### config.mk
export PLATFORM = sky130hd
export DESIGN_NAME = pdp8Cpu
export DESIGN_NICKNAME = d
export VERILOG_FILES = /design/src/design/pdp8Pkg.sv /design/src/design/accLinkUnit.sv /design/src/design/instDecoder.sv /design/src/design/majorSequencer.sv /design/src/design/memoryPort.sv /design/src/design/pdp8Cpu.sv /design/src/design/programCounter.sv
export VERILOG_INCLUDE_DIRS = /design/src /design/src/design
export SDC_FILE = /design/constraint.sdc
export NUM_CORES = 1
export LEC_CHECK = 0
export BUFFER_PORTS_ARGS = -buffer_cell sky130_fd_sc_hd__buf_2
export CAP_MARGIN = 40
export CORE_MARGIN = 4
export CORE_UTILIZATION = 61
export CTS_CLUSTER_SIZE = 24
export DETAILED_ROUTE_END_ITERATION = 8
export GPL_TIMING_DRIVEN = 0
export PLACE_DENSITY_LB_ADDON = 0.25
export SLEW_MARGIN = 25
export SYNTH_ARGS = -nofsm -noshare
export SYNTH_HDL_FRONTEND = slang
export SYNTH_HIERARCHICAL = 1
export SYNTH_SLANG_ARGS = --single-unit
### constraint.sdc
create_clock -name CLK -period 5.34 [get_ports CLK]
set_input_delay 0.534 -clock CLK [delete_from_list [all_inputs] [get_ports CLK]]
set_output_delay 0.534 -clock CLK [all_outputs]
set_load 0.05 [all_outputs]
### src/design/pdp8_params.svh
`ifndef PDP8_PARAMS_SVH
`define PDP8_PARAMS_SVH

// Machine word and addressing
`define PDP8_WORD_W      12
`define PDP8_PAGE_OFS_W  7
`define PDP8_OP_W        3
// First fetch after reset
`define PDP8_START_ADDR  12'o0200

// Bit positions in the instruction word, bit 0 is the LSB
`define PDP8_OPR_GROUP_BIT  8
`define PDP8_IND_BIT        8
`define PDP8_PAGE_BIT       7

// Opcode field values
`define PDP8_OP_AND  3'o0
`define PDP8_OP_TAD  3'o1
`define PDP8_OP_ISZ  3'o2
`define PDP8_OP_DCA  3'o3
`define PDP8_OP_JMS  3'o4
`define PDP8_OP_JMP  3'o5
`define PDP8_OP_IOT  3'o6
`define PDP8_OP_OPR  3'o7

// Address source for the memory port
`define PDP8_ASEL_PC   2'd0
`define PDP8_ASEL_EA   2'd1
`define PDP8_ASEL_IND  2'd2

`endif

### src/design/pdp8Pkg.sv
`include "pdp8_params.svh"

package pdp8Pkg;

  // Data word as stored in memory or held in AC
  typedef logic [`PDP8_WORD_W-1:0] pdpWordT;

  // Full 4K word address
  typedef logic [`PDP8_WORD_W-1:0] pdpAddrT;

  // Top three bits of the instruction
  typedef logic [`PDP8_OP_W-1:0] opClassT;

  // Memory address source select
  typedef logic [1:0] addrSelT;

  // Major states of the instruction cycle
  typedef enum logic [2:0] {
    stFetch     = 3'd0,
    stDefer     = 3'd1,
    stExecute   = 3'd2,
    stWriteBack = 3'd3,
    stHalted    = 3'd4,
    stReset     = 3'd5
  } majorStateT;

endpackage

### src/design/accLinkUnit.sv
`timescale 1ns/1ps
`include "pdp8_params.svh"

module accLinkUnit import pdp8Pkg::*; (
  input  logic     CLK,
  input  logic     rstN,
  input  pdpWordT  memData,
  input  opClassT  opClass,
  input  logic     accLoadMem,
  input  logic     accClear,
  input  logic     oprExec,
  input  logic     oprGroup2,
  input  pdpWordT  oprBits,
  output pdpWordT  acc,
  output logic     link,
  output logic     skipCond
);

  // Link is the top bit of the combined values
  logic [`PDP8_WORD_W:0] tadSum;
  logic [`PDP8_WORD_W:0] incSum;
  logic [`PDP8_WORD_W:0] rotIn;
  logic [`PDP8_WORD_W:0] rotOut;
  pdpWordT               clrAc;
  pdpWordT               cmpAc;
  logic                  clrLink;
  logic                  cmpLink;
  logic                  skipRaw;

  assign tadSum = {1'b0, acc} + {1'b0, memData};

  // Group 1 chain, clear then complement then increment then rotate
  always_comb begin
    clrAc   = oprBits[7] ? '0 : acc;
    clrLink = oprBits[6] ? 1'b0 : link;
    cmpAc   = oprBits[5] ? ~clrAc : clrAc;
    cmpLink = oprBits[4] ? ~clrLink : clrLink;
    incSum  = {1'b0, cmpAc} + {{`PDP8_WORD_W{1'b0}}, oprBits[0]};
    // IAC carry flips the link
    rotIn   = {cmpLink ^ incSum[`PDP8_WORD_W], incSum[`PDP8_WORD_W-1:0]};
    // Bits are RAR, RAL and the twice or BSW bit
    case (oprBits[3:1])
      3'b100:  rotOut = {rotIn[0], rotIn[12:1]};
      3'b101:  rotOut = {rotIn[1:0], rotIn[12:2]};
      3'b010:  rotOut = {rotIn[11:0], rotIn[12]};
      3'b011:  rotOut = {rotIn[10:0], rotIn[12:11]};
      3'b001:  rotOut = {rotIn[12], rotIn[5:0], rotIn[11:6]};
      default: rotOut = rotIn;
    endcase
  end

  // SMA, SZA and SNL are ORed, sense bit 3 turns them round
  assign skipRaw  = (oprBits[6] && acc[`PDP8_WORD_W-1]) ||
                    (oprBits[5] && (acc == '0)) ||
                    (oprBits[4] && link);
  assign skipCond = oprGroup2 && (skipRaw ^ oprBits[3]);

  always_ff @(posedge CLK) begin
    if (!rstN) begin
      acc  <= '0;
      link <= 1'b0;
    end else if (accLoadMem) begin
      if (opClass == `PDP8_OP_AND) begin
        acc <= acc & memData;
      end else if (opClass == `PDP8_OP_TAD) begin
        acc  <= tadSum[`PDP8_WORD_W-1:0];
        link <= link ^ tadSum[`PDP8_WORD_W];
      end
    end else if (accClear) begin
      // DCA leaves AC clear
      acc <= '0;
    end else if (oprExec) begin
      if (oprGroup2) begin
        // Group 2 CLA acts after the skip test
        if (oprBits[7]) begin
          acc <= '0;
        end
      end else begin
        {link, acc} <= rotOut;
      end
    end
  end

endmodule

### src/design/instDecoder.sv
`timescale 1ns/1ps
`include "pdp8_params.svh"

module instDecoder import pdp8Pkg::*; (
  input  pdpWordT  ir,
  input  pdpAddrT  pc,
  output opClassT  opClass,
  output logic     indirect,
  output logic     isOperate,
  output pdpAddrT  effAddr,
  output logic     oprGroup2,
  output pdpWordT  oprBits,
  output logic     oprHalt
);

  logic isOpr;
  logic group1;

  assign opClass = ir[`PDP8_WORD_W-1 -: `PDP8_OP_W];
  assign isOpr   = (opClass == `PDP8_OP_OPR);

  // IOT runs as an operate word with no bits
  assign isOperate = isOpr || (opClass == `PDP8_OP_IOT);

  // Bit 8 is the group bit on operate words
  assign indirect = !isOperate && ir[`PDP8_IND_BIT];

  // Page bits from PC on a current-page reference, else page zero
  assign effAddr[`PDP8_PAGE_OFS_W-1:0] = ir[`PDP8_PAGE_OFS_W-1:0];
  assign effAddr[`PDP8_WORD_W-1:`PDP8_PAGE_OFS_W] =
    ir[`PDP8_PAGE_BIT] ? pc[`PDP8_WORD_W-1:`PDP8_PAGE_OFS_W] : '0;

  // Group 3 has bit 0 set along with the group bit
  assign group1    = isOpr && !ir[`PDP8_OPR_GROUP_BIT];
  assign oprGroup2 = isOpr && ir[`PDP8_OPR_GROUP_BIT] && !ir[0];

  // Group 3 and IOT turn into a no-op
  assign oprBits = (group1 || oprGroup2) ? ir : '0;

  // HLT is bit 1 of group 2
  assign oprHalt = oprGroup2 && ir[1];

endmodule

### src/design/majorSequencer.sv
`timescale 1ns/1ps
`include "pdp8_params.svh"

module majorSequencer import pdp8Pkg::*; (
  input  logic     CLK,
  input  logic     rstN,
  input  opClassT  opClass,
  input  logic     indirect,
  input  logic     isOperate,
  input  logic     oprHalt,
  input  logic     skipCond,
  input  logic     mbZero,
  input  logic     memDone,
  output logic     memStart,
  output logic     memWrite,
  output addrSelT  addrSel,
  output logic     irLoad,
  output logic     pcInc,
  output logic     pcLoad,
  output logic     pcSkip,
  output logic     accLoadMem,
  output logic     accClear,
  output logic     oprExec,
  output logic     mbInc,
  output logic     halted,
  output logic     instDone
);

  majorStateT state;
  majorStateT stateNext;
  // Step within a major state
  logic [1:0] phase;
  logic [1:0] phaseNext;
  // Last cycle of the instruction
  logic       endInst;
  // High from memStart until memDone
  logic       memBusy;

  assign halted = (state == stHalted);

  // Once deferred, the operand address is the pointer word
  always_comb begin
    case (state)
      stDefer:                addrSel = `PDP8_ASEL_EA;
      stExecute, stWriteBack: addrSel = indirect ? `PDP8_ASEL_IND : `PDP8_ASEL_EA;
      default:                addrSel = `PDP8_ASEL_PC;
    endcase
  end

  always_comb begin
    stateNext = state;
    phaseNext = phase;
    endInst   = 1'b0;
    {memStart, memWrite, irLoad, pcInc, pcLoad, pcSkip} = '0;
    {accLoadMem, accClear, oprExec, mbInc, instDone} = '0;
    case (state)
      stReset: stateNext = stFetch;
      stFetch: begin
        if (phase == 2'd0) begin
          memStart  = 1'b1;
          phaseNext = 2'd1;
        end else if (phase == 2'd1) begin
          // Latch IR and step past the instruction
          irLoad    = memDone;
          pcInc     = memDone;
          phaseNext = memDone ? 2'd2 : 2'd1;
        end else begin
          // IR decoded by now
          phaseNext = 2'd0;
          stateNext = indirect ? stDefer : stExecute;
        end
      end
      stDefer: begin
        // Fetch the pointer word
        memStart  = (phase == 2'd0);
        phaseNext = memDone ? 2'd0 : 2'd1;
        stateNext = memDone ? stExecute : stDefer;
      end
      stExecute: begin
        if (isOperate) begin
          // Skip test sees AC before a group 2 CLA
          oprExec = 1'b1;
          pcSkip  = skipCond;
          endInst = 1'b1;
        end else begin
          case (opClass)
            `PDP8_OP_AND, `PDP8_OP_TAD: begin
              memStart   = (phase == 2'd0);
              phaseNext  = 2'd1;
              accLoadMem = memDone;
              endInst    = memDone;
            end
            `PDP8_OP_ISZ: begin
              memStart  = (phase == 2'd0);
              phaseNext = memDone ? 2'd0 : 2'd1;
              stateNext = memDone ? stWriteBack : stExecute;
            end
            `PDP8_OP_DCA: begin
              memStart  = (phase == 2'd0);
              memWrite  = (phase == 2'd0);
              phaseNext = 2'd1;
              accClear  = memDone;
              endInst   = memDone;
            end
            `PDP8_OP_JMS: begin
              // Return address written, then PC takes target plus one
              memStart = (phase == 2'd0);
              memWrite = (phase == 2'd0);
              pcLoad   = (phase == 2'd1) && memDone;
              pcInc    = (phase == 2'd2);
              endInst  = (phase == 2'd2);
              if (phase == 2'd0 || pcLoad) begin
                phaseNext = phase + 2'd1;
              end
            end
            default: begin
              // JMP waits one cycle for the target to reach the address register
              phaseNext = 2'd1;
              pcLoad    = (phase == 2'd1);
              endInst   = (phase == 2'd1);
            end
          endcase
        end
      end
      stWriteBack: begin
        // ISZ increment, write back, then skip on zero
        mbInc     = (phase == 2'd0);
        memStart  = (phase == 2'd1);
        memWrite  = (phase == 2'd1);
        pcSkip    = (phase == 2'd2) && memDone && mbZero;
        endInst   = (phase == 2'd2) && memDone;
        phaseNext = (phase == 2'd2) ? 2'd2 : phase + 2'd1;
      end
      default: stateNext = stHalted;
    endcase
    if (endInst) begin
      instDone  = 1'b1;
      phaseNext = 2'd0;
      stateNext = (isOperate && oprHalt) ? stHalted : stFetch;
    end
  end

  always_ff @(posedge CLK) begin
    if (!rstN) begin
      state   <= stReset;
      phase   <= 2'd0;
      memBusy <= 1'b0;
    end else begin
      state <= stateNext;
      phase <= phaseNext;
      if (memStart) begin
        memBusy <= 1'b1;
      end else if (memDone) begin
        memBusy <= 1'b0;
      end
    end
  end

  // One access at a time on the memory port
  assert property (@(posedge CLK) disable iff (!rstN) memStart |-> !memBusy);

  assert property (@(posedge CLK) disable iff (!rstN) !(pcLoad && pcInc));

endmodule

### src/design/memoryPort.sv
`timescale 1ns/1ps
`include "pdp8_params.svh"

module memoryPort import pdp8Pkg::*; (
  input  logic     CLK,
  input  logic     rstN,
  input  logic     memStart,
  input  logic     memWrite,
  input  addrSelT  addrSel,
  input  pdpAddrT  pc,
  input  pdpAddrT  effAddr,
  input  pdpWordT  acc,
  input  logic     irLoad,
  input  logic     mbInc,
  input  pdpWordT  wbDatI,
  input  logic     wbAck,
  output logic     wbCyc,
  output logic     wbStb,
  output logic     wbWe,
  output pdpAddrT  wbAdr,
  output pdpWordT  wbDatO,
  output logic     memDone,
  output pdpWordT  memData,
  output pdpWordT  ir,
  output logic     mbZero
);

  // Memory buffer
  pdpWordT mb;
  // Pointer word from the last defer
  pdpAddrT indPtr;
  pdpAddrT selAddr;
  pdpWordT wrData;
  // Source of the address in flight
  addrSelT curSel;
  logic    ackRead;

  assign memData = mb;
  assign mbZero  = (mb == '0);
  assign ackRead = wbCyc && wbAck && !wbWe;

  always_comb begin
    case (addrSel)
      `PDP8_ASEL_EA:  selAddr = effAddr;
      `PDP8_ASEL_IND: selAddr = indPtr;
      default:        selAddr = pc;
    endcase
  end

  // Write data by opcode, ISZ writes back the buffer and JMS the return address
  always_comb begin
    case (ir[`PDP8_WORD_W-1 -: `PDP8_OP_W])
      `PDP8_OP_ISZ: wrData = mb;
      `PDP8_OP_JMS: wrData = pc;
      default:      wrData = acc;
    endcase
  end

  // Bus cycle control
  always_ff @(posedge CLK) begin
    if (!rstN) begin
      wbCyc   <= 1'b0;
      wbStb   <= 1'b0;
      wbWe    <= 1'b0;
      memDone <= 1'b0;
      ir      <= '0;
    end else begin
      memDone <= wbCyc && wbAck;
      if (memStart) begin
        wbCyc <= 1'b1;
        wbStb <= 1'b1;
        wbWe  <= memWrite;
      end else if (wbCyc && wbAck) begin
        wbCyc <= 1'b0;
        wbStb <= 1'b0;
        wbWe  <= 1'b0;
      end
      if (irLoad) begin
        ir <= mb;
      end
    end
  end

  // Address and data registers
  always_ff @(posedge CLK) begin
    // Address follows the select while the bus is idle
    if (!wbCyc) begin
      wbAdr <= selAddr;
    end
    if (memStart) begin
      wbDatO <= wrData;
      curSel <= addrSel;
    end
    if (ackRead) begin
      mb <= wbDatI;
      if (curSel == `PDP8_ASEL_EA) begin
        indPtr <= wbDatI;
      end
    end else if (mbInc) begin
      mb <= mb + 1'b1;
    end
  end

  assert property (@(posedge CLK) disable iff (!rstN) wbStb |-> wbCyc);

  // Request held steady until the slave acknowledges
  assert property (@(posedge CLK) disable iff (!rstN)
    wbStb && !wbAck |=> wbStb && $stable(wbAdr) && $stable(wbWe) && $stable(wbDatO));

endmodule

### src/design/pdp8Cpu.sv
`timescale 1ns/1ps

module pdp8Cpu import pdp8Pkg::*; (
  input  logic     CLK,
  input  logic     rstN,
  input  pdpWordT  wbDatI,
  input  logic     wbAck,
  output logic     wbCyc,
  output logic     wbStb,
  output logic     wbWe,
  output pdpAddrT  wbAdr,
  output pdpWordT  wbDatO,
  output pdpWordT  accOut,
  output logic     linkOut,
  output pdpAddrT  pcOut,
  output logic     halted,
  output logic     instDone
);

  // Sequencer strobes
  logic    memStart;
  logic    memWrite;
  addrSelT addrSel;
  logic    irLoad;
  logic    pcInc;
  logic    pcLoad;
  logic    pcSkip;
  logic    accLoadMem;
  logic    accClear;
  logic    oprExec;
  logic    mbInc;

  // Status back to the sequencer
  logic    memDone;
  logic    skipCond;
  logic    mbZero;

  // Decoded instruction
  pdpWordT ir;
  opClassT opClass;
  logic    indirect;
  logic    isOperate;
  logic    oprGroup2;
  logic    oprHalt;
  pdpWordT oprBits;
  pdpAddrT effAddr;
  pdpWordT memData;

  majorSequencer u_seq (
    .CLK(CLK), .rstN(rstN),
    .opClass(opClass), .indirect(indirect), .isOperate(isOperate), .oprHalt(oprHalt),
    .skipCond(skipCond), .mbZero(mbZero), .memDone(memDone),
    .memStart(memStart), .memWrite(memWrite), .addrSel(addrSel), .irLoad(irLoad),
    .pcInc(pcInc), .pcLoad(pcLoad), .pcSkip(pcSkip),
    .accLoadMem(accLoadMem), .accClear(accClear), .oprExec(oprExec), .mbInc(mbInc),
    .halted(halted), .instDone(instDone)
  );

  // Jump targets come off the address register, which holds them when idle
  programCounter u_pc (
    .CLK(CLK), .rstN(rstN),
    .pcInc(pcInc), .pcSkip(pcSkip), .pcLoad(pcLoad),
    .loadAddr(wbAdr),
    .pc(pcOut)
  );

  instDecoder u_dec (
    .ir(ir), .pc(pcOut),
    .opClass(opClass), .indirect(indirect), .isOperate(isOperate),
    .effAddr(effAddr), .oprGroup2(oprGroup2), .oprBits(oprBits), .oprHalt(oprHalt)
  );

  accLinkUnit u_acc (
    .CLK(CLK), .rstN(rstN),
    .memData(memData), .opClass(opClass),
    .accLoadMem(accLoadMem), .accClear(accClear), .oprExec(oprExec),
    .oprGroup2(oprGroup2), .oprBits(oprBits),
    .acc(accOut), .link(linkOut), .skipCond(skipCond)
  );

  memoryPort u_mem (
    .CLK(CLK), .rstN(rstN),
    .memStart(memStart), .memWrite(memWrite), .addrSel(addrSel),
    .pc(pcOut), .effAddr(effAddr), .acc(accOut), .irLoad(irLoad), .mbInc(mbInc),
    .wbDatI(wbDatI), .wbAck(wbAck),
    .wbCyc(wbCyc), .wbStb(wbStb), .wbWe(wbWe), .wbAdr(wbAdr), .wbDatO(wbDatO),
    .memDone(memDone), .memData(memData), .ir(ir), .mbZero(mbZero)
  );

endmodule

### src/design/programCounter.sv
`timescale 1ns/1ps
`include "pdp8_params.svh"

module programCounter import pdp8Pkg::*; (
  input  logic     CLK,
  input  logic     rstN,
  input  logic     pcInc,
  input  logic     pcSkip,
  input  logic     pcLoad,
  input  pdpAddrT  loadAddr,
  output pdpAddrT  pc
);

  pdpAddrT pcPlusOne;

  // Wraps at 4K
  assign pcPlusOne = pc + 1'b1;

  always_ff @(posedge CLK) begin
    if (!rstN) begin
      pc <= `PDP8_START_ADDR;
    end else if (pcLoad) begin
      pc <= loadAddr;
    end else if (pcInc || pcSkip) begin
      // Skip steps over the next word
      pc <= pcPlusOne;
    end
  end

  // Sequencer never asks for two updates in one cycle
  assert property (@(posedge CLK) disable iff (!rstN) $onehot0({pcInc, pcSkip, pcLoad}));

endmodule

==> run summary <==
The first routing iteration left 1,099 violations. The peak fanout along the critical path came out at 10. Entering global routing, the biggest net connects 17 pins.

The run gives 6 as the number of warnings reported in the yosys synthesis log. The clock root buffer is sky130_fd_sc_hd__clkbuf_16. For the worst setup path, the data arrival time is 5.33 ns. The cell depth of the worst hold path was 1; the routed via count divided by cell count was 6.78. The tools report the beginning of the worst register-to-register path as u_mem/ir[11]$_SDFFE_PN0P_. For this run, the total global-route usage over all layers was measured as 33.5%.

In this run the tightest slew margin relative to its limit is 36.8%. The setup slack on the worst flop-to-flop path was 0.20 ns. Counting cells, the worst reg-to-reg path comes to 13. For the pin with the worst max-slew slack, the measured transition is 0.948 ns.

The number of antenna diodes in the final layout is 0. For the number of cells upsized or downsized after cts, the log shows 0. The run gives 0 as the number of antenna-violating nets in the routed design. The detailed router placed 7,727 vias in this run. Buffers placed on the I/O ports in this run total 68.

The H-tree was split into 3 levels. Timing would allow up to 0.195 GHz. The tools report the number of hold violations in the final report as 0. TritonCTS built the clock tree. The startpoint identified for the worst hold timing path is wbDatI[2].

The library cells used most frequently in the layout, excluding fill and tap cells, are sky130_fd_sc_hd__buf_2, sky130_fd_sc_hd__nand2_1, sky130_fd_sc_hd__o21ai_0. The class of the tightest hold or removal check is input port to register. For met2 alone, demand over resource in global routing was 49.8%.

The tools report the area of the core region as 12,100 um^2. The category of the most critical setup path is register to register. The cell area after synthesis was 7560 um^2; the area of the die was 14,200 um^2. The commonest non-fill, non-tap cell in the layout was sky130_fd_sc_hd__buf_2. After legalization and detailed placement, the total HPWL measured 17,900 um. The final-report max-slew violation count was 0. Of the available clock period, the critical path in the final layout requires 96.2%. The filler cell count is 952. The master of the slowest instance on the critical path is sky130_fd_sc_hd__a32oi_1. The largest single stage delay on the critical path is 0.83 ns. The post-place instance area is 8150 um^2, and the area growth from synthesis to layout is 12.0%. The logs give 883 for the instance count of the mapped netlist and 0 for the number of setup buffers added after CTS.

Most crowded layer after global routing: met2. The first-pass GRT wire length came out at 37,900 um. The logs give 5.54 ns for the data required time at the worst endpoint and 4700 um^2 for the area of the multi-input gates.

The area taken by flip-flops and latches is 2400 um^2. The logs give 7 for the number of detailed-routing iterations run before antenna repair and 1,006 for the final net count. The clock passes through at most 2 buffers. The critical path contains buffers and inverters numbering 4 combined. After routing, the total negative slack on setup checks comes to 0 ns. Kind of cell adding the most delay to the critical path: compound AO/OA/AOI/OAI gates. The effective utilization at floorplan was 62.7%. The worst setup path is captured at a register.

The minimum clock period was 5.14 ns; the total setup violations reported at the end of the flow was 0. In the final routed layout, each cell accounts on average for 21.1 um. The peak ir drop on the vdd network is 0.000142 V, and the number of antenna violations at the first check in global routing is 0. The tools report the later-pin clock latency in the skew report as 0.35 ns. Max-cap violations in this run came to 0.

The clock-pin slew on the worst setup and hold paths was 0.07 ns; the average cell area after synthesis was 8.56 um^2. Share of layout cells above drive strength 1: 16.7%. The total number of clock tree sinks is 95, and the chip height is 119 um. Walking the worst path, the cells encountered are and3_1 -> and3_1 -> buf_2 -> buf_2 -> buf_1 -> xnor2_1 -> ha_1 -> clkbuf_1 -> o21ai_0 -> a32oi_1 -> a2111oi_0 -> a311oi_1 -> o22ai_1. The number of nets produced by synthesis is 922. The worst hold path terminates at u_mem/indPtr[2]$_DFFE_PP_.

The number of ports placed on the die boundary was 69. The cell area power density came out at 197 nW/um^2. The worst register-to-register path ends at u_acc/acc[6]$_SDFFE_PN0P_. The clock arrives with 0.0134 ns of skew.

Setup repair after global routing left no endpoint under its margin. The floorplan die width works out to 119 um. The tools report the met1 track demand over resource as 47.6%.

The total overflow left after global routing is 0. Summed over all cells, the static leakage comes to 2.99 nW. The number of global-route vias before repair was 6,973. The worst slack at placement was 0.281 ns.

For the met3 usage in global routing, the log shows 9.88%. For this block, the routed nets add up to 24,100 um of wire. The tools report the last weighted congestion value of the routability-driven placer as 0.989.

The run finished with clean final reports. Setup slack closes at 0.203 ns. For the summed area of non-filler cells in the final layout, the log shows 8470 um^2. After floorplanning, the core was divided into 40 placement rows. For this run, design rule violations remaining after detail routing come to 0. The worst setup path is launched from a register. The number of hold buffers added after cts is 0, and the TritonCTS buffer count is 9.
==> area by class of cell <==
cell class,count,area share [%]
clock inverter,6,0.798
buffer,67,4.19
multi-input combinational,686,55.4
inverter,35,1.55
tap,168,2.48
sequential,95,28.4
timing repair buffer,73,4.46
clock buffer,10,2.70
==> how the worst max path moves through the flow <==
stage                              startpoint                   endpoint  cells past startpoint
finish              u_mem/ir[11]$_SDFFE_PN0P_  u_acc/acc[6]$_SDFFE_PN0P_                     13
global route        u_mem/ir[11]$_SDFFE_PN0P_  u_acc/acc[6]$_SDFFE_PN0P_                     17
CTS                 u_mem/ir[10]$_SDFFE_PN0P_  u_acc/acc[6]$_SDFFE_PN0P_                     17
detailed placement  u_mem/ir[10]$_SDFFE_PN0P_  u_acc/acc[6]$_SDFFE_PN0P_                     17
global placement    u_mem/ir[10]$_SDFFE_PN0P_  u_acc/acc[6]$_SDFFE_PN0P_                     17
floorplan           u_mem/ir[10]$_SDFFE_PN0P_  u_acc/acc[6]$_SDFFE_PN0P_                     17
==> power by group <==
group,internal (mW),switching [mW]
sequential,0.797,0.0196
combinational,0.0552,0.140
clock,0.367,0.293
total,1.22,0.452
==> stage by stage <==
step	power [mW]	hold WS [ns]	cells	util, %
2_1_floorplan	0.969	0.490	883	-
4_1_cts	1.68	0.363	1139	70.0
3_3_place_gp	1.02	0.493	1119	67.2
3_5_place_dp	1.03	0.488	1123	67.6
5_1_grt	1.73	0.362	1140	70.2
6_report	1.67	0.372	1140	70.2
==> worst reg2reg max path, cell delays in order, from the launching register on <==
cell and delay [ns]:
sky130_fd_sc_hd__dfxtp_1 0.57, sky130_fd_sc_hd__and3_1 0.31, sky130_fd_sc_hd__and3_1 0.26, sky130_fd_sc_hd__buf_2 0.24
sky130_fd_sc_hd__buf_2 0.26, sky130_fd_sc_hd__buf_1 0.47, sky130_fd_sc_hd__xnor2_1 0.19, sky130_fd_sc_hd__ha_1 0.24
sky130_fd_sc_hd__clkbuf_1 0.38, sky130_fd_sc_hd__o21ai_0 0.24, sky130_fd_sc_hd__a32oi_1 0.83, sky130_fd_sc_hd__a2111oi_0 0.24
sky130_fd_sc_hd__a311oi_1 0.58, sky130_fd_sc_hd__o22ai_1 0.14
==> registers in the layout (all words and copies together) (netlist names) <==
name           cells
u_mem/memData     12
u_mem/wbStb        1
u_seq/phase        2
u_seq/state        3
u_mem/wbWe         1
u_mem/wbDatO      12
u_mem/curSel       2
u_mem/ir          12
u_mem/wbAdr       12
u_acc/acc         12
u_mem/indPtr      12
u_pc/pc           12
u_mem/memDone      1
u_acc/link         1
==> metal layers <==
| layer | vias to the layer above | routed length, um |
|---|---|---|
| li1 | 3519 | - |
| met3 | 52 | 3130 |
| met2 | 537 | 10300 |
| met1 | 3619 | 10000 |
| met4 | 0 | 575 |
| met5 | - | 0 |
Note: power is estimated with default switching activity, not from simulation.
